`config.mk`:
```
export PLATFORM = sky130hd
export DESIGN_NAME = model_bus_arbiter
export DESIGN_NICKNAME = d
export VERILOG_FILES = /design/src/glm_pkg.sv /design/src/model_bus_arbiter.sv
export VERILOG_INCLUDE_DIRS = /design/src
export SDC_FILE = /design/constraint.sdc
export NUM_CORES = 1
export LEC_CHECK = 0
export BUFFER_PORTS_ARGS = -buffer_cell sky130_fd_sc_hd__buf_2
export CORE_AREA = 2 2 314 316
export DETAILED_ROUTE_END_ITERATION = 16
export DIE_AREA = 0 0 316 318
export HOLD_SLACK_MARGIN = 0.15
export PLACE_DENSITY = 0.3
export RECOVER_POWER = 50
export SLEW_MARGIN = 20
export SYNTH_ARGS = -nofsm -noshare
export SYNTH_HDL_FRONTEND = slang
export SYNTH_SLANG_ARGS = --single-unit
```
`constraint.sdc`:
```
create_clock -name clk -period 1.2 [get_ports clk]
set_clock_uncertainty 0.1 [all_clocks]
set_input_delay 0.12 -clock clk [delete_from_list [all_inputs] [get_ports clk]]
set_output_delay 0.12 -clock clk [all_outputs]
set_load 0.005 [all_outputs]
```
`src/glm_defs.svh`:
```
`ifndef GLM_DEFS_SVH
`define GLM_DEFS_SVH

// Lanes of 32 bits in one model or sample line
`define GLM_LANES 4

// Model memory line address width
`define GLM_ADDR_W 8

// Q16.16 fraction bits
`define GLM_FRAC_W 16

// Depth of the sample, gradient and product FIFOs
`define GLM_FIFO_DEPTH 4

`endif

```
`src/glm_pkg.sv`:
```
`default_nettype none

`include "glm_defs.svh"

package glm_pkg;

    // One signed Q16.16 value
    typedef logic signed [31:0] word_t;

    // Full line, lane 0 in the low bits
    typedef word_t [`GLM_LANES-1:0] line_t;

    typedef logic [`GLM_ADDR_W-1:0] addr_t;   // Model line address

    typedef logic [15:0] count_t;   // Line and iteration counts

endpackage

`default_nettype wire

```
`src/model_bus_arbiter.sv`:
```
`timescale 1ns/1ns
`default_nettype none

module model_bus_arbiter
(
    input  wire logic clk,
    input  wire logic reset,
    input  wire logic m0_cyc,
    input  wire logic m0_stb,
    input  wire logic m0_we,
    input  wire glm_pkg::addr_t m0_adr,
    input  wire glm_pkg::line_t m0_dat_w,
    output glm_pkg::line_t m0_dat_r,
    output logic m0_ack,
    input  wire logic m1_cyc,
    input  wire logic m1_stb,
    input  wire logic m1_we,
    input  wire glm_pkg::addr_t m1_adr,
    input  wire glm_pkg::line_t m1_dat_w,
    output glm_pkg::line_t m1_dat_r,
    output logic m1_ack,
    output logic s_cyc,
    output logic s_stb,
    output logic s_we,
    output glm_pkg::addr_t s_adr,
    output glm_pkg::line_t s_dat_w,
    input  wire glm_pkg::line_t s_dat_r,
    input  wire logic s_ack
);
    logic gnt_valid;
    logic gnt_sel;     // Low for model_update, high for the host
    logic owner_cyc;

    assign owner_cyc = gnt_sel ? m1_cyc : m0_cyc;

    // Re-arbitrate only once the owner has let go of cyc
    always_ff @(posedge clk)
    begin
        if (reset)
        begin
            gnt_valid <= 1'b0;
            gnt_sel   <= 1'b0;
        end
        else if (!gnt_valid || !owner_cyc)
        begin
            gnt_valid <= m0_cyc || m1_cyc;
            gnt_sel   <= !m0_cyc && m1_cyc;   // Master 0 wins a tie
        end
    end

    assign s_cyc   = gnt_valid && owner_cyc;
    assign s_stb   = gnt_valid && (gnt_sel ? m1_stb : m0_stb);
    assign s_we    = gnt_sel ? m1_we : m0_we;
    assign s_adr   = gnt_sel ? m1_adr : m0_adr;
    assign s_dat_w = gnt_sel ? m1_dat_w : m0_dat_w;

    assign m0_dat_r = s_dat_r;
    assign m1_dat_r = s_dat_r;
    assign m0_ack   = s_ack && gnt_valid && !gnt_sel;
    assign m1_ack   = s_ack && gnt_valid && gnt_sel;

endmodule

`default_nettype wire

```
# == Word-level counts from Yosys, hierarchy flattened ==
# Index checks and enable logic that the tools add are counted.
# W data, S select, Z words.
# classes
addsub,0
mul,0
div_mod_pow,0
n_lt_le_gt_ge,0
n_eq_ne,0
shift,0
muxes,5
n_bitwise,0
reduce_logical,12
# op_table
op,count
$mux W128,1
$mux W8,1
$logic_and A1 B1 Y1,6
$logic_not A1 Y1,4
$mux W1,3
$logic_or A1 B1 Y1,2
# word_totals
register_bits,2
latch_bits,0
mem_bits_rw,0
rom_bits,0
inputBits,409
output_inout_bits,397
wordCells,19
memories,0

# == Longest topological paths before layout ==
# logic_depth
depth_word,3
mapped_depth,5
depth_no_buf,2

# == Worst setup path before layout ==
# OpenSTA, ideal clock, no wires.
# synth_path
path_type,reg-to-output
from,reg gnt_sel
to,out s_dat_w[100] (netlist name)
t_arrival_ns,1.031
required_ns,0.980
path_slack_ns,-0.051
path_stages_with_launch,5
path_buffers,3
cell_sequence,dfxtp_1 -> buf_6 -> buf_6 -> buf_6 -> mux2_4
# synth_rtl
element,line_no,text
"start, declared",model_bus_arbiter.sv:31,logic gnt_sel;
"start signal, assigned",model_bus_arbiter.sv:47,gnt_sel <= !m0_cyc && m1_cyc;
"end, declared",model_bus_arbiter.sv:26,"output glm_pkg::line_t s_dat_w,"

==> flow_summary.yaml <==
power:
  p_sw_mw: 1.00
  switching_share_pct: 34.7
  p_total_mw: 2.89
  power_frac_comb_pct: 79.5
  clockPowerShare_pct: 18.0
  p_leak_nw: 3.26
  pwr-share-seq_pct: 2.5
  ir_drop_mv: 0.358
  p_per_area_nw_per_um2: 386
  p_int_mw: 1.88
layout:
  layout.cells.non_filler: 2020
  num-nets-final: 1138
  regArea_sq_um: 43.8
  multi_input_area_sq_um: 1920
  area_delta_synth_final_pct: 86.7
  fillers: 11444
  drive_gt1_share_pct: 80.1
floorplan:
  die-area_sq_um: 100000
  initial_core_util_pct: 4.11
  die_w_microns: 316
  core-area_sq_um: 97400
  ios: 806
  die_y_microns: 318
  rows: 115
clocking:
  insertion_delay_ns: 0.22
  clock_path_buffers: 2
  numCtsBuffers: 3
  cts.sinks: 2
  cts_tree: "yes"
  path_clk_slew_ns: 0.03
  cts_root_buf: "clkbuf_16"
  cts_setup_buffers: 0
  htreeDepth: 1
logic_synthesis:
  synth_area_leaders: "buf_4 48%, mux2_4 29%, mux2_2 17%"
  async_flop_share_pct: 0
  postSynthCellCount: 423
  synth_cell_types: 13
  synthTopCellsByCount: "256 x buf_4, 77 x mux2_4, 60 x mux2_2, 10 x buf_6, 6 x buf_2"
  synth_edf_count: 0
  netlist_area_sq_um: 4010
  yosysSeqAreaShare_pct: 1.00
  yosysWarnings: 0
  ys.flop_type: "dfxtp_1"
  yosysTopAreaCell: "buf_4"
  ys_ff_latch: 2
  synth_most_common_cell: "buf_4"
  syn_avg_cell_area_sq_um: 9.47
  synth_top_area_share_pct: 48.0
  syn_nets: 832
critical_path:
  reg2reg_depth: 4
  criticalPathCategory: "reg2out"
  start_kind: "flip-flop"
  crit_buf_inv: 3
  worst_setup_path_end_kind: "output pin"
  reg2reg_from: "gnt_sel"
  path_cells: "buf_8, bufbuf_16, mux2_4, buf_2"
  crit_fanout: 10
  crit_slowest_cell: "dfxtp_4"
  rrSetupSlack_ns: 0.12
  rr_endpoint: "gnt_sel"
  crit_required_ns: 0.98
  crit_arrival_ns: 1.49
  worstSetupStartpoint: "gnt_sel"
  path_delay_family: "buffers and inverters"
  slowest_delay_ns: 0.35
  cp.depth: 4
run:
  cap_violations: 0
timing:
  finalCriticalPeriod_ns: 1.71
  worst_slack_ns: -0.513
  fin_tns_setup_ns: -59.07
  fmax_mhz: 584
  hold_viol: 0
  relSlewSlack_pct: 69.7
  timing.final.crit_share_pct: 143
  tightest_slew_ns: 0.454
  setup_viol: 141
  maxSlewViolCount: 0
  rsz0062_at_grt: "true"
route:
  wire_per_inst_microns: 11.3
  drt_iter0_markers: 90
  drc: 0
  ant_nets: 0
  first_pass_iters: 4
  vias_per_cell: 2.02
  via_count: 4075
  routed_wl_microns: 22800
global_route:
  grt_pass1_vias: 4114
  gr-usage-all-layers_pct: 3.92
  antenna_found_initial: 12
  grt_max_degree: 21
  gr-total-overflow: 0
  grt_pass1_wl_microns: 27500
hold_path:
  worstHoldStart: "m1_dat_w[61]"
  hold_end: "s_dat_w[61]"
  holdPathStages: 3
  hp-class: "in2out"
run_status:
  failed_checks: "setup timing"
  status: "complete, but fails checks"
placement:
  port_buffers: 421
  gp_congestion: 0.816
  place.detailed.hpwl_microns: 18900
  placed_cells: 1879
## sequential cells by signal, summed over array words and instances (netlist names)
register   flops
gnt_sel        1
gnt_valid      1
## how the worst max path moves through the flow
stage                         to  slack (ns)
floorplan           s_dat_w[119]       -0.02
global placement     s_dat_w[27]       -0.33
detailed placement   s_dat_w[27]       -0.32
CTS                  s_dat_w[34]       -0.52
global route         s_dat_w[44]       -0.55
finish              s_dat_w[122]       -0.51
## worst min-delay path: stages
cell	delay, ns
buf_2	0.07
mux2_4	0.13
buf_6	0.08
## layout make-up
type | instances | share of cell area, %
Timing Repair Buffer | 573 | 51.0
Multi-Input combinational cell | 149 | 25.6
Clock buffer | 4 | 1.05
Tap cell | 1287 | 21.5
Antenna cell | 5 | 0.167
Sequential cell | 2 | 0.586
## stage by stage
step | hold WS [ns] | util [%] | cell area (sq um) | setup WS [ns]
3_3_place_gp | 0.140 | 6.02 | 5860 | -0.331
5_1_grt | 0.435 | 7.67 | 7470 | -0.551
3_5_place_dp | 0.140 | 6.02 | 5860 | -0.320
6_report | 0.427 | 7.68 | 7480 | -0.513
2_1_floorplan | 0.0924 | - | 4080 | -0.0244
4_1_cts | 0.431 | 7.51 | 7320 | -0.517
## layout by cell type, fill, tap and decap left out, drive strengths merged, types with 2 or more instances in the layout
cell type and count:
buf 441, mux2 137, dlygate4sd3 131, diode 5, clkbuf 4, nor2 3, mux2i 2, nor2b 2
nand2 2, dfxtp 2
## logic make-up (layout without fill, tap and decap cells)
group / after synthesis / after routing / synth area share, %
buffers and inverters: 272 / 577 / 51.5
muxes: 139 / 139 / 46.2
and+or+nand+nor: 9 / 9 / 1.09
DFF: 2 / 2 / 1.00
AOI/OAI and AO/OA: 1 / 1 / 0.125
other: 0 / 5 / 0
## power by group through the flow
stage / registers, mW / clock network, mW / logic (mW)
2_1_floorplan: 0.0741 / 0 / 1.38
6_report: 0.0726 / 0.518 / 2.29
3_3_place_gp: 0.0728 / 0 / 1.66
3_5_place_dp: 0.0729 / 0 / 1.64
5_1_grt: 0.0730 / 0.538 / 2.45
4_1_cts: 0.0727 / 0.530 / 2.21
## layer usage
layer / routed length [microns] / GRT usage, %
met5: 27 / 0
met1: 7690 / 3.94
met3: 4790 / 3.57
met4: 338 / 0.853
met2: 9950 / 5.97
## what timing repair did
action,in CTS,in global routing
gates resized for setup,9,26
gates cloned,1,0
endpoints found under the setup margin,142,141
hold buffers,131,0
endpoints found under the hold margin,258,0
Power figures use the tool's default switching activity.
