===== src/glm_defs.svh =====
`ifndef GLM_DEFS_SVH
`define GLM_DEFS_SVH

// Lanes of 32 bits in one model or sample line
`define GLM_LANES 4

// Model memory line address width
`define GLM_ADDR_W 8

// Q16.16 fraction bits
`define GLM_FRAC_W 16

// Depth of the sample, gradient and product FIFOs
`define GLM_FIFO_DEPTH 4

`endif


===== src/glm_pkg.sv =====
`default_nettype none

`include "glm_defs.svh"

package glm_pkg;

    // One signed Q16.16 value
    typedef logic signed [31:0] word_t;

    // Full line, lane 0 in the low bits
    typedef word_t [`GLM_LANES-1:0] line_t;

    typedef logic [`GLM_ADDR_W-1:0] addr_t;   // Model line address

    typedef logic [15:0] count_t;   // Line and iteration counts

endpackage

`default_nettype wire


===== src/sync_fifo.sv =====
`timescale 1ns/1ns
`default_nettype none

`include "glm_defs.svh"

module sync_fifo
#(
    parameter type payload_t = glm_pkg::line_t
)
(
    input  wire logic clk,
    input  wire logic reset,
    input  wire logic in_valid,
    output logic      in_ready,
    input  wire payload_t in_data,
    output logic      out_valid,
    input  wire logic out_ready,
    output payload_t  out_data,
    output logic [$clog2(`GLM_FIFO_DEPTH+1)-1:0] count
);
    localparam int DEPTH = `GLM_FIFO_DEPTH;
    localparam int PW = (DEPTH > 1) ? $clog2(DEPTH) : 1;

    payload_t mem [DEPTH];
    logic [PW-1:0] wr_ptr;
    logic [PW-1:0] rd_ptr;
    logic push;
    logic pop;

    assign in_ready  = (count != DEPTH);
    assign out_valid = (count != 0);
    assign out_data  = mem[rd_ptr];   // First word falls through
    assign push      = in_valid && in_ready;
    assign pop       = out_valid && out_ready;

    always_ff @(posedge clk)
    begin
        if (reset)
        begin
            wr_ptr <= '0;
            rd_ptr <= '0;
            count  <= '0;
        end
        else
        begin
            if (push)
                wr_ptr <= (wr_ptr == PW'(DEPTH - 1)) ? '0 : wr_ptr + 1'b1;
            if (pop)
                rd_ptr <= (rd_ptr == PW'(DEPTH - 1)) ? '0 : rd_ptr + 1'b1;
            case ({push, pop})
                2'b10:   count <= count + 1'b1;
                2'b01:   count <= count - 1'b1;
                default: count <= count;   // Both or neither
            endcase
        end
    end

    always_ff @(posedge clk)
    begin
        if (push)
            mem[wr_ptr] <= in_data;
    end

endmodule

`default_nettype wire


===== config.mk =====
export PLATFORM = sky130hd
export DESIGN_NAME = sync_fifo
export DESIGN_NICKNAME = d
export VERILOG_FILES = /design/src/glm_pkg.sv /design/src/sync_fifo.sv
export VERILOG_INCLUDE_DIRS = /design/src
export SDC_FILE = /design/constraint.sdc
export NUM_CORES = 1
export LEC_CHECK = 0
export ABC_CLOCK_PERIOD_IN_PS = 4800
export BUFFER_PORTS_ARGS = -buffer_cell sky130_fd_sc_hd__buf_2
export CAP_MARGIN = 5
export CORE_MARGIN = 2
export CORE_UTILIZATION = 55
export CTS_CLUSTER_SIZE = 8
export DETAILED_ROUTE_END_ITERATION = 8
export HOLD_SLACK_MARGIN = 0.12
export PLACE_DENSITY = 0.77
export SYNTH_ARGS = -nofsm -noshare
export SYNTH_HDL_FRONTEND = slang
export SYNTH_SLANG_ARGS = --single-unit

===== constraint.sdc =====
create_clock -name clk -period 4.8 [get_ports clk]
set_input_delay 0.96 -clock clk [delete_from_list [all_inputs] [get_ports clk]]
set_output_delay 0.96 -clock clk [all_outputs]
set_load 0.02 [all_outputs]

### Word level (Yosys, flattened, before mapping)

Memories as Yosys holds them, arrays and structs flattened. A register that Yosys moved wholly into a read port is not among the register bits.
Index checks and enable logic that the tools add are counted.

| storage, ports and cells | value |
|---|---|
| bits in registers | 7 |
| bits in writable memories | 512 |
| bits of input ports | 132 |
| output and inout bits | 133 |
| word-level logic and storage cells | 24 |
| memories | 1 |

| cells by class | value |
|---|---|
| add/subtract/negate cells | 4 |
| eq/ne operators | 5 |
| mux-type cells | 7 |
| reduce and logical (&&, ||, !) cells | 4 |

Memory list:

| name | words | width | rd ports | clocked after Yosys merged registers in | wr ports | RTL line | text |
|---|---|---|---|---|---|---|---|
| mem | 4 | 128 | 1 | 1 | 1 | sync_fifo.sv:24 | `payload_t mem [DEPTH];` |

Operators with widths:

| cell | number |
|---|---|
| two-way mux 2 bit | 4 |
| equality test 2 bit, second input constant | 3 |
| case mux 3 bit (2 select lines) | 1 |
| adder 2 x 1 -> 2 bit, second input constant | 2 |
| adder 3 x 1 -> 3 bit, second input constant | 1 |
| != test 3 bit, second input constant | 1 |
| nonzero test 3 bit | 1 |
| subtractor 3 x 1 -> 3 bit, second input constant | 1 |
| equality test 2 x 1 -> 1 bit, second input constant | 1 |
| logical AND 1 bit | 2 |
| two-way mux 1 bit | 2 |
| nonzero test 2 bit | 1 |

### Depth between registers and ports, before layout

| depth | value |
|---|---|
| depth after elaboration | 4 |
| gate-level depth with buffers | 9 |
| mapped depth without buffers | 8 |

### Worst setup path after synthesis

Ideal clock, no wire load.

| timing | value |
|---|---|
| path type | in2reg |
| start | input port in_valid |
| end | memory mem[0][0] (netlist name), enable pin |
| library setup time | 431 ps |
| data arrival time | 2562 ps |
| required time | 4369 ps |
| setup slack | 1807 ps |
| stages on the path | 1 |
| buffers on the path | 0 |
| path through | and3_2 |

| on the way | value |
|---|---|
| word-level cells in the longest chain between the ends | 3 |

Ends and longest elaborated chain:

| item | RTL line | text |
|---|---|---|
| start: declaration | sync_fifo.sv:13 | `input wire logic in_valid,` |
| logical AND 1 bit | sync_fifo.sv:33 | `assign push = in_valid && in_ready;` |
| two-way mux 1 bit | sync_fifo.sv:60 | `if (push)` |
| two-way mux 1 bit (implied by the code) | sync_fifo.sv:61 | `mem[wr_ptr] <= in_data;` |
| end: declaration | sync_fifo.sv:24 |  |

No other way between the ends.

==> results.toml <==
[status]
outcome = "complete, no violations"

[timing]
finalSetupTns_ns = 0
hold_ws_ns = 0.5317
finClkSkew_ns = 0.01455
fmax_mhz = 283.9
rsz0062_at_grt = "false"
worst_pin_slew_ns = 0.7305
fin_crit_ns = 3.523
drv_slew = 0
fin_crit_sh_pct = 73.39
setup_viol = 0
final_hold_viol_count = 0
slew_headroom_pct = 51.30

[critical_path]
cpPeakStageDelay_ns = 0.67
cp.required_ns = 3.84
worstSetupEndpointType = "primary output"
crit_type = "flop to primary output"
timing.rr.start = "count[2]$_SDFFE_PP0P_"
path_cells = "buf_4 > mux4_2 > buf_2"
critPathArrivalTime_ns = 2.56
worst_path_max_delay_cell = "dfxtp_4"
worstSetupStartpointType = "flop"
crit_fanout = 26

[synthesis]
netlist_top_cells_area = "edfxtp_1 81%, mux4_2 15%, dfxtp_1 0.95%, buf_6 0.71%, ha_1 0.40%"
synth_largest_area_cell = "edfxtp_1"
ys_warn_count = 0
seq_area_frac_synth_pct = 82.04
syn_area_per_cell_um2 = 26.33
synth_area_um2 = 18960
ys_ff_latch = 521
postSynthNetCount = 859
synth_cell_types = 25
syn_inst = 720
synth_top_area_share_pct = 81.09

[grt]
antenna_found_initial = 10
grt_overflow_total = 0
grt_max_degree = 66
track_usage_pct = 20.94
grt_pass1_vias = 9200
grt_pass1_wl_um = 55410

[hold_path]
min_from = "wr_ptr[1]$_SDFFE_PP0P_"
hold_class = "flop to flop"

[cts]
post_cts_resized = 0
cts_tree = "yes"
clock_path_buffers = 3
numCtsBuffers = 75
htree_num_levels = 3
path_clk_slew_ns = 0.05
clock_latency_ns = 0.57
cts_hold_buf = 0
cts.sinks = 521
postCtsSetupRepairBufs = 0
cts-root-buf = "clkbuf_16"

[routing]
drt_iter0_markers = 642
drtAntennaViolNets = 0
vias = 8631
drt-vias-per-instance = 5.716
first_pass_iters = 5
wire_per_inst_um = 24.31
drc = 0
wl_um = 36700

[floorplan]
start_util_pct = 56.26
fp.dieArea_um2 = 35970
core_area_um2 = 33700
die_w_um = 189.7
rows = 67
ios = 265
dieHeight_um = 189.7

[power]
p_leak_nw = 7.705
powerDensity_nw_per_um2 = 560.3
finalPower_mw = 12.81
ir_worst_vdd_v = 0.0004730

[placed_design]
gp_congestion = 0.7300
dpl.cell_count = 1415
io_buffers = 264
place_hpwl_um = 21060

[final_layout]
multi_input_comb_area_um2 = 3176
seqCellArea_um2 = 15560
layout_commonest_cell = "edfxtp_1"
n_fill_cell = 2123
drive_above_1_share_pct = 47.01
fin_nets = 1183
syn_to_final_growth_pct = 20.56
final_cell_mix = "512 x edfxtp_1, 264 x buf_2, 128 x mux4_2"
layoutNonFillerInstCount = 1510

[run]
maxCapViolations = 0
[per-layer routing]
layer	wire length [µm]	part of all wire, %	global-route usage, %
met4	910	2.5	8.289
met1	14630	40	28.74
met2	18290	50	32.46
met5	52	0.14	0
met3	2816	7.7	5.903
[per-stage QoR]
| step | util [%] | worst slack, ns | area [µm²] |
|---|---|---|---|
| final | 67.83 | 1.277 | 22860 |
| after floorplan | - | 1.807 | 18960 |
| after global routing | 67.81 | 1.067 | 22850 |
| after global placement | 61.80 | 1.789 | 20830 |
| after CTS | 67.78 | 1.161 | 22840 |
| after detailed placement | 61.80 | 1.790 | 20830 |
[cell usage after synthesis]
library cell  number
or3_2              1
a21oi_1            3
fa_1               1
buf_2              9
or3b_1             1
nand2_1            2
clkbuf_1           6
nor2_1             4
and3_2             4
a211o_1            1
o21ai_0            1
o31ai_1            1
xor2_1             2
or3_1              3
dfxtp_1            9
o21ai_2            1
mux4_2           128
mux2i_1            2
buf_6             12
buf_4              2
ha_1               6
nand2b_1           2
edfxtp_1         512
inv_1              6
buf_1              1
[where the power goes]
part,switching [mW],internal (mW)
Clock,1.73,2.83
Combinational,1.52,1.08
Sequential,0.167,5.48
[flip-flops by register name, summed over array words and instances, names as in the netlist, named ones only]
register,cells
count,3
mem,512
rd_ptr,2
wr_ptr,2
[logic make-up (layout without fill, tap and decap cells)]
family / count (synthesis) / count (layout) / synth area share, %
compound gates: 7 / 7 / 0.2376
xor+xnor: 2 / 2 / 0.09241
fa+ha+maj: 7 / 7 / 0.5015
buf+inv: 36 / 371 / 1.287
flops: 521 / 521 / 82.04
mux: 130 / 130 / 15.31
other cells: 0 / 7 / 0
simple gates: 17 / 17 / 0.5280
[worst max-delay path, delay by kind of cell (launching register included)]
kind / cells / cell delay [ns]
buf+inv: 2 / 0.71
flops: 1 / 0.67
mux: 1 / 0.59
[worst paths after layout]
path	to	slack [ns]	cells past startpoint
min reg2reg	wr_ptr[1]$_SDFFE_PP0P_	0.53	2
max	out_data[57]	1.28	3
max reg2reg	count[2]$_SDFFE_PP0P_	2.38	8
min	wr_ptr[1]$_SDFFE_PP0P_	0.53	2
[layout make-up]
class / count / area share (%)
multi-input combinational: 163 / 13.89
sequential: 521 / 68.08
clock inverter: 6 / 0.2956
antenna: 7 / 0.07663
timing repair buffer: 277 / 6.590
clock buffer: 82 / 8.512
tap: 448 / 2.452
inverter: 6 / 0.09853
Note: power is estimated with default switching activity, not from simulation.
