==> config.mk <==
export PLATFORM = sky130hd
export DESIGN_NAME = model_update
export DESIGN_NICKNAME = d
export VERILOG_FILES = /design/src/glm_pkg.sv /design/src/model_update.sv
export VERILOG_INCLUDE_DIRS = /design/src
export SDC_FILE = /design/constraint.sdc
export NUM_CORES = 1
export LEC_CHECK = 0
export BUFFER_PORTS_ARGS = -buffer_cell sky130_fd_sc_hd__buf_2
export CORE_AREA = 2 2 350 352
export DETAILED_ROUTE_END_ITERATION = 12
export DIE_AREA = 0 0 352 354
export HOLD_SLACK_MARGIN = 0.06
export PLACE_DENSITY_LB_ADDON = 0.12
export SYNTH_ARGS = -nofsm -noshare
export SYNTH_HDL_FRONTEND = slang
export SYNTH_SLANG_ARGS = --single-unit
==> constraint.sdc <==
create_clock -name clk -period 13.35 [get_ports clk]
set_input_delay 1.335 -clock clk [delete_from_list [all_inputs] [get_ports clk]]
set_output_delay 1.335 -clock clk [all_outputs]
set_load 0.005 [all_outputs]
==> src/glm_defs.svh <==
`ifndef GLM_DEFS_SVH
`define GLM_DEFS_SVH

// Lanes of 32 bits in one model or sample line
`define GLM_LANES 4

// Model memory line address width
`define GLM_ADDR_W 8

// Q16.16 fraction bits
`define GLM_FRAC_W 16

// Depth of the sample, gradient and product FIFOs
`define GLM_FIFO_DEPTH 4

`endif

==> src/glm_pkg.sv <==
`default_nettype none

`include "glm_defs.svh"

package glm_pkg;

    // One signed Q16.16 value
    typedef logic signed [31:0] word_t;

    // Full line, lane 0 in the low bits
    typedef word_t [`GLM_LANES-1:0] line_t;

    typedef logic [`GLM_ADDR_W-1:0] addr_t;   // Model line address

    typedef logic [15:0] count_t;   // Line and iteration counts

endpackage

`default_nettype wire

==> src/model_update.sv <==
`timescale 1ns/1ns
`default_nettype none

`include "glm_defs.svh"

module model_update
(
    input  wire logic clk,
    input  wire logic reset,
    input  wire logic start,
    output logic done,
    input  wire glm_pkg::addr_t model_offset,
    input  wire glm_pkg::count_t model_length,
    input  wire glm_pkg::count_t num_iterations,
    input  wire logic fwd_enable,
    input  wire logic sample_valid,
    output logic sample_ready,
    input  wire glm_pkg::line_t sample_data,
    input  wire logic grad_valid,
    output logic grad_ready,
    input  wire glm_pkg::word_t grad_data,
    output logic mult_valid,
    output glm_pkg::word_t mult_scalar,
    output glm_pkg::line_t mult_vector,
    input  wire logic prod_valid,
    output logic prod_ready,
    input  wire glm_pkg::line_t prod_data,
    input  wire logic [$clog2(`GLM_FIFO_DEPTH+1)-1:0] prod_count,
    output logic wb_cyc,
    output logic wb_stb,
    output logic wb_we,
    output glm_pkg::addr_t wb_adr,
    output glm_pkg::line_t wb_dat_w,
    input  wire glm_pkg::line_t wb_dat_r,
    input  wire logic wb_ack,
    output logic fwd_valid,
    input  wire logic fwd_ready,
    output glm_pkg::line_t fwd_data
);
    typedef enum logic [2:0]
    {
        S_IDLE,
        S_WAIT,    // Waiting for a product
        S_READ,
        S_SUB,
        S_WRITE
    } state_t;
    state_t state;

    glm_pkg::addr_t  offset_q;
    glm_pkg::count_t length_q;
    glm_pkg::count_t iters_q;
    logic            fwd_en_q;

    glm_pkg::count_t issue_line;
    glm_pkg::count_t issue_iter;
    glm_pkg::word_t  grad_q;    // Gradient of the iteration being issued
    logic [1:0]      issue_d;   // Lines inside the multiplier
    logic [$clog2(`GLM_FIFO_DEPTH+1)+1:0] pending;
    logic            issue_first;
    logic            issue_fire;

    glm_pkg::count_t wb_line;
    glm_pkg::count_t wb_iter;
    glm_pkg::line_t  prod_q;
    glm_pkg::line_t  model_q;
    glm_pkg::line_t  new_line;
    logic            wr_started;
    logic            wr_go;

    // Product FIFO slots already spoken for
    always_comb
    begin
        pending     = prod_count + issue_d[0] + issue_d[1];
        issue_first = (issue_line == '0);
        issue_fire  = (state != S_IDLE) && (issue_iter < iters_q) && sample_valid
                      && (grad_valid || !issue_first) && (pending < `GLM_FIFO_DEPTH);
    end

    assign sample_ready = issue_fire;
    assign grad_ready   = issue_fire && issue_first;
    assign mult_valid   = issue_fire;
    assign mult_scalar  = issue_first ? grad_data : grad_q;
    assign mult_vector  = sample_data;
    assign prod_ready   = (state == S_WAIT);

    // Write waits for the forward side when forwarding is on
    assign wr_go    = (state == S_WRITE) && (wr_started || !fwd_en_q || fwd_ready);
    assign wb_cyc   = (state == S_READ) || wr_go;
    assign wb_stb   = wb_cyc;
    assign wb_we    = (state == S_WRITE);
    assign wb_adr   = offset_q + glm_pkg::addr_t'(wb_line);
    assign wb_dat_w = new_line;

    assign fwd_valid = (state == S_WRITE) && fwd_en_q && !wr_started;
    assign fwd_data  = new_line;

    always_ff @(posedge clk)
    begin
        if (reset)
        begin
            state      <= S_IDLE;
            done       <= 1'b0;
            wb_line    <= '0;
            wb_iter    <= '0;
            wr_started <= 1'b0;
            issue_line <= '0;
            issue_iter <= '0;
            issue_d    <= '0;
        end
        else
        begin
            done    <= 1'b0;
            issue_d <= {issue_d[0], issue_fire};
            case (state)
                S_IDLE:
                begin
                    if (start)
                    begin
                        wb_line    <= '0;
                        wb_iter    <= '0;
                        issue_line <= '0;
                        issue_iter <= '0;
                        if (model_length == '0 || num_iterations == '0)
                            done <= 1'b1;   // Nothing to update
                        else
                            state <= S_WAIT;
                    end
                end
                S_WAIT:
                    if (prod_valid)
                        state <= S_READ;
                S_READ:
                    if (wb_ack)
                        state <= S_SUB;
                S_SUB:
                    state <= S_WRITE;
                S_WRITE:
                begin
                    if (wr_go)
                        wr_started <= 1'b1;
                    if (wb_ack)
                    begin
                        wr_started <= 1'b0;
                        state      <= S_WAIT;   // Bus idle for one cycle
                        if (wb_line == length_q - 1'b1)
                        begin
                            wb_line <= '0;
                            wb_iter <= wb_iter + 1'b1;
                            if (wb_iter == iters_q - 1'b1)
                            begin
                                done  <= 1'b1;
                                state <= S_IDLE;
                            end
                        end
                        else
                            wb_line <= wb_line + 1'b1;
                    end
                end
                default:
                    state <= S_IDLE;
            endcase

            if (issue_fire)
            begin
                if (issue_line == length_q - 1'b1)
                begin
                    issue_line <= '0;
                    issue_iter <= issue_iter + 1'b1;
                end
                else
                    issue_line <= issue_line + 1'b1;
            end
        end
    end

    always_ff @(posedge clk)
    begin
        if (state == S_IDLE && start)
        begin
            offset_q <= model_offset;
            length_q <= model_length;
            iters_q  <= num_iterations;
            fwd_en_q <= fwd_enable;
        end
        if (issue_fire && issue_first)
            grad_q <= grad_data;
        if (state == S_WAIT && prod_valid)
            prod_q <= prod_data;
        if (state == S_READ && wb_ack)
            model_q <= wb_dat_r;
        if (state == S_SUB)
        begin
            for (int i = 0; i < `GLM_LANES; i++)
                new_line[i] <= model_q[i] - prod_q[i];   // Wraps at 32 bits
        end
    end

endmodule

`default_nettype wire

* Yosys cells after proc, flatten, opt, wreduce, memory -nomap -nowiden *
Index checks and enable logic that the tools add are counted.

storage, ports and cells
  bits in registers = 528
  word-level logic and storage cells = 117

cells by class
  add/sub/neg operators = 13
  magnitude comparators = 2
  equal/unequal tests = 13
  muxes and demuxes = 31
  reduce and logical (&&, ||, !) cells = 33

operator list
  operator                 number
  $mux W16                 12
  $sub A32 B32 Y32         4
  $add A16 B1 Y16 const B  4
  $pmux W16 S2             2
  $eq A16 B16 Y1           3
  $logic_not A16 Y1        3
  $mux W32                 1
  $sub A16 B1 Y16 const B  2
  $lt A16 B16 Y1           1
  $mux W3                  5
  $pmux W3 S5              1
  $logic_and A1 B1 Y1      11
  $mux W1                  9
  $add A8 B8 Y8            1
  $ne A2 B2 Y1 const B     4
  $reduce_bool A2 Y1       4
  $eq A3 B2 Y1 const B     2
  $add A4 B1 Y5            1
  $logic_or A1 B1 Y1       5
  $lt A5 B3 Y1 const B     1
  $reduce_and A5 Y1        1
  $add A3 B1 Y4            1
  $ne A2 B1 Y1 const B     2
  $reduce_and A2 Y1        2
  other kinds (8)          10

* Logic depth before layout (Yosys ltp) *
  word-level depth = 7
  gate-level depth with buffers = 15
  gate-level depth less buffers = 13

* Least setup slack after synthesis *
No wires, ideal clock.

  path kind = input to register
  from = input port wb_ack
  to = register model_q[0] in the netlist's numbering (enable)
  library setup time = 935 ps
  arrival time = 13419 ps
  data required time = 12415 ps
  path slack = -1004 ps
  stages = 1
  path buffers = 0
  path through = nor4bb_1

between the ends
  word-level cells in the longest chain between the ends = 1

ends and longest elaborated chain
  element               RTL line             RTL
  start, declared       model_update.sv:35   input wire logic wb_ack,
  $logic_and A1 B1 Y1   model_update.sv:190  if (state == S_READ && wb_ack)
  end signal, assigned  model_update.sv:191  model_q <= wb_dat_r;
  end, declared         model_update.sv:66   glm_pkg::line_t model_q;

No other way between the ends.
A chain may end at the register's enable or synchronous reset.

* Worst setup path after layout *
  from = input port prod_count[0]
  to = output port grad_ready

between the ends
  word-level cells in the longest chain between the ends = 5

ends and longest elaborated chain
  element                        RTL line            RTL
  start, declared                model_update.sv:28  input wire logic [$clog2(`GLM_FIFO_DEPTH+1)-1:0] prod_count,
  $add A3 B1 Y4                  model_update.sv:74  pending = prod_count + issue_d[0] + issue_d[1];
  $add A4 B1 Y5                  model_update.sv:74
  $lt A5 B3 Y1 (no source line)  --
  $logic_and A1 B1 Y1            model_update.sv:76  issue_fire = (state != S_IDLE) && (issue_iter < iters_q) && sample_valid
  $logic_and A1 B1 Y1            model_update.sv:81  assign grad_ready = issue_fire && issue_first;
  end, declared                  model_update.sv:20  output logic grad_ready,

No other way between the ends.

==> impl_metrics.tcl <==
set metrics [dict create \
    status "finished clean" \
    fin_util_pct 27.53 \
    finalSetupViolations 0 \
    first_pass_iters 5 \
    rr_startpoint "length_q[0]$_DFFE_PP_" \
    holdCritStartpoint "issue_d[0]$_SDFF_PP0_" \
    cts_setup_buffers 0 \
    skew_ns 0.03309 \
    drc_errors 0 \
    max-cap-violations 0 \
    maxClockFrequency_mhz 203.1 \
    grt_pass1_wl_um 138500 \
    power.leakage_nw 13.71 \
    layout-drive-gt1-share_pct 28.47 \
    ctsHoldBuffers 0 \
    fin_crit_sh_pct 36.88 \
    antenna_found_initial 27 \
    crit_required_ns 12.02 \
    rrSetupSlack_ns 8.88 \
    dieWidth_um 352 \
    dpl.cell_count 4362 \
    dieArea_mm2 0.1246 \
    syn2layout_area_growth_pct 20.10 \
    peakVddDrop_v 0.0001231 \
    r2r_cells 12 \
    clk_latency_ns 0.63 \
    num_vias 19311 \
    slew_viol_final 0 \
    yosysTopAreaCellShare_pct 49.52 \
    crit_path_start_kind "primary input" \
    drt-total-wl_um 97680 \
    period_needed_ns 4.924 \
    cts_resized 0 \
    ant_nets 0 \
    grt_usage_pct 15.15 \
    cp_max_fo 33 \
    place_congestion 0.8132 \
    portBuffers 644 \
    synth-seq-area-share_pct 54.65 \
    netlist_instances 2371 \
    fillCellCount 12719 \
    die-height_um 354 \
    end_kind "primary output" \
    p_per_area_mw_per_mm2 125.9 \
    dp_worst_setup_slack_ns 8.423 \
    core_mm2 0.1209 \
    routedWlPerCell_um 21.74 \
    power_mw 4.192 \
    hold_path.class "flip-flop to flip-flop" \
    place_hpwl_um 76950 \
    h-tree-depth 3 \
    num_rows 128 \
    crit_type "primary input to primary output" \
    dr.first_iter.drc_count 1011 \
    synth_edf_count 457 \
    netlist_area_mm2 0.02771 \
    synth.distinct_cells 75 \
    hold_viol 0 \
    min_path_cells 1 \
    clockRootBuffer "clkbuf_16" \
    synth_seq_cells 528 \
    cts.path.max_buffers 3 \
    grt_max_degree 129 \
    cts_tree "done" \
    fin_tns_setup_ns 0 \
    ios 901 \
    rsz0062_at_grt "false" \
    synth_top_area_cell "edfxtp_1" \
    grt_pass1_vias 19647 \
    arrival_ns 3.59 \
    cts_made_buffers 71 \
    cts_sinks 528 \
    synth-async-reset-ratio_pct 0 \
    final_cell_mix "buf_2 (644), edfxtp_1 (457), inv_1 (201)" \
    clkSlewWorstSetupHoldPaths_ns 0.06 \
    initial_core_util_pct 22.92 \
    slew-limit-headroom_pct 28.71 \
    ys.warnings.count 0 \
    synthesis.nets 2998 \
    synth_area_per_cell_um2 11.69 \
    layoutNonFillerInstCount 4494 \
    vias_per_cell 4.297 \
    final_nets 3437 \
    synth_flop_cell "edfxtp_1" \
    tightest_slew_ns 1.069 \
    layout_commonest_cell "buf_2" \
    synthTopCellsByArea "edfxtp_1 (50%), buf_4 (7.0%), ha_1 (7.0%)" \
    fin_ws_ns 8.426 \
    r2r-end "wb_line[15]$_SDFFE_PP0P_" \
    gr-total-overflow 0 \
    holdPathEnd "issue_d[1]$_SDFF_PP0_" \
]
## cells in the mapped netlist (all sizes together), types with 9 or more instances
cell type  count
xnor2        142
o21a          19
buf          268
o21bai        33
or3           23
nor3          39
or2            9
dfxtp         71
nand3         49
nand2         95
nor2         119
a31oi         22
o21ai         81
o211ai        10
a211oi        12
edfxtp       457
nor4          23
clkbuf        22
and3          50
a21oi        136
mux2          32
inv          202
nand4         13
nand2b        23
ha           154
a21o          72
nor2b         20
xor2          49
nor3b         25
## report_power, final
group / total (mW) / leakage [nW] / internal, mW / switching, mW
clock: 1.87 / 1.08 / 1.11 / 0.763
combinational: 0.416 / 7.89 / 0.175 / 0.241
sequential: 1.90 / 4.74 / 1.87 / 0.0336
total: 4.19 / 13.7 / 3.15 / 1.04
## layout make-up
type	count	area [um^2]	area share [%]
repair buffers	656	3326	9.991
clock inverters	37	340.3	1.022
multi-input cells	1351	9762	29.33
flip-flops and latches	528	15140	45.50
clock buffers	89	1907	5.729
well taps	1625	2033	6.108
diodes	6	15.01	0.04511
inverters	202	758.2	2.278
## metrics by stage
step	hold slack (ns)	instance area, um^2
2_1_floorplan	0.4384	27720
3_3_place_gp	0.4785	31020
3_5_place_dp	0.4601	31020
4_1_cts	0.4778	33270
5_1_grt	0.5027	33280
6_report	0.4809	33290
## worst max path at each step
stage	startpoint	to	slack, ns	depth (start not counted)
floorplan	wb_ack	model_q[0]$_DFFE_PP_	4.13	1
global placement	prod_count[0]	grad_ready	8.47	10
detailed placement	prod_count[0]	grad_ready	8.42	10
CTS	prod_count[0]	grad_ready	8.41	10
global route	prod_count[0]	grad_ready	8.25	10
finish	prod_count[0]	grad_ready	8.43	10
## metal layers
layer  vias to the layer above  share of wire, %  track usage [%]  wire length, um
met3                       119               9.8            6.464             9544
met4                        14               1.5            3.142             1449
li1                       9165                 -                -                -
met5                         -              0.11           0.2264              108
met2                       695                45            23.88            44200
met1                      9318                43            19.24            42380
## sequential cells by signal, indices dropped and copies added (netlist names)
register,flops
issue_line,16
fwd_en_q,1
prod_q,128
done,1
state,3
offset_q,8
iters_q,16
wr_started,1
issue_d,2
wb_iter,16
grad_q,32
fwd_data,128
wb_line,16
length_q,16
issue_iter,16
model_q,128
## kinds of logic (layout without fill, tap and decap cells)
group | after synthesis | after routing | synth area share [%]
flip-flops | 528 | 528 | 54.65
XOR/XNOR | 193 | 193 | 6.203
other | 0 | 6 | 0
multiplexers | 34 | 34 | 1.372
AND/OR/NAND/NOR | 516 | 516 | 9.846
buffers and inverters | 492 | 984 | 10.24
AO/OA/AOI/OAI | 449 | 449 | 10.38
adder cells (fa/ha/maj) | 159 | 159 | 7.314
## critical path, cell delays in order
cell     delay [ns]
buf_2          0.10
ha_1           0.28
a21oi_1        0.15
o22ai_1        0.11
nor4_1         0.28
o221a_2        0.25
nand2_1        0.27
nor2_4         0.16
buf_4          0.41
buf_2          0.20
Power figures use the tool's default switching activity.
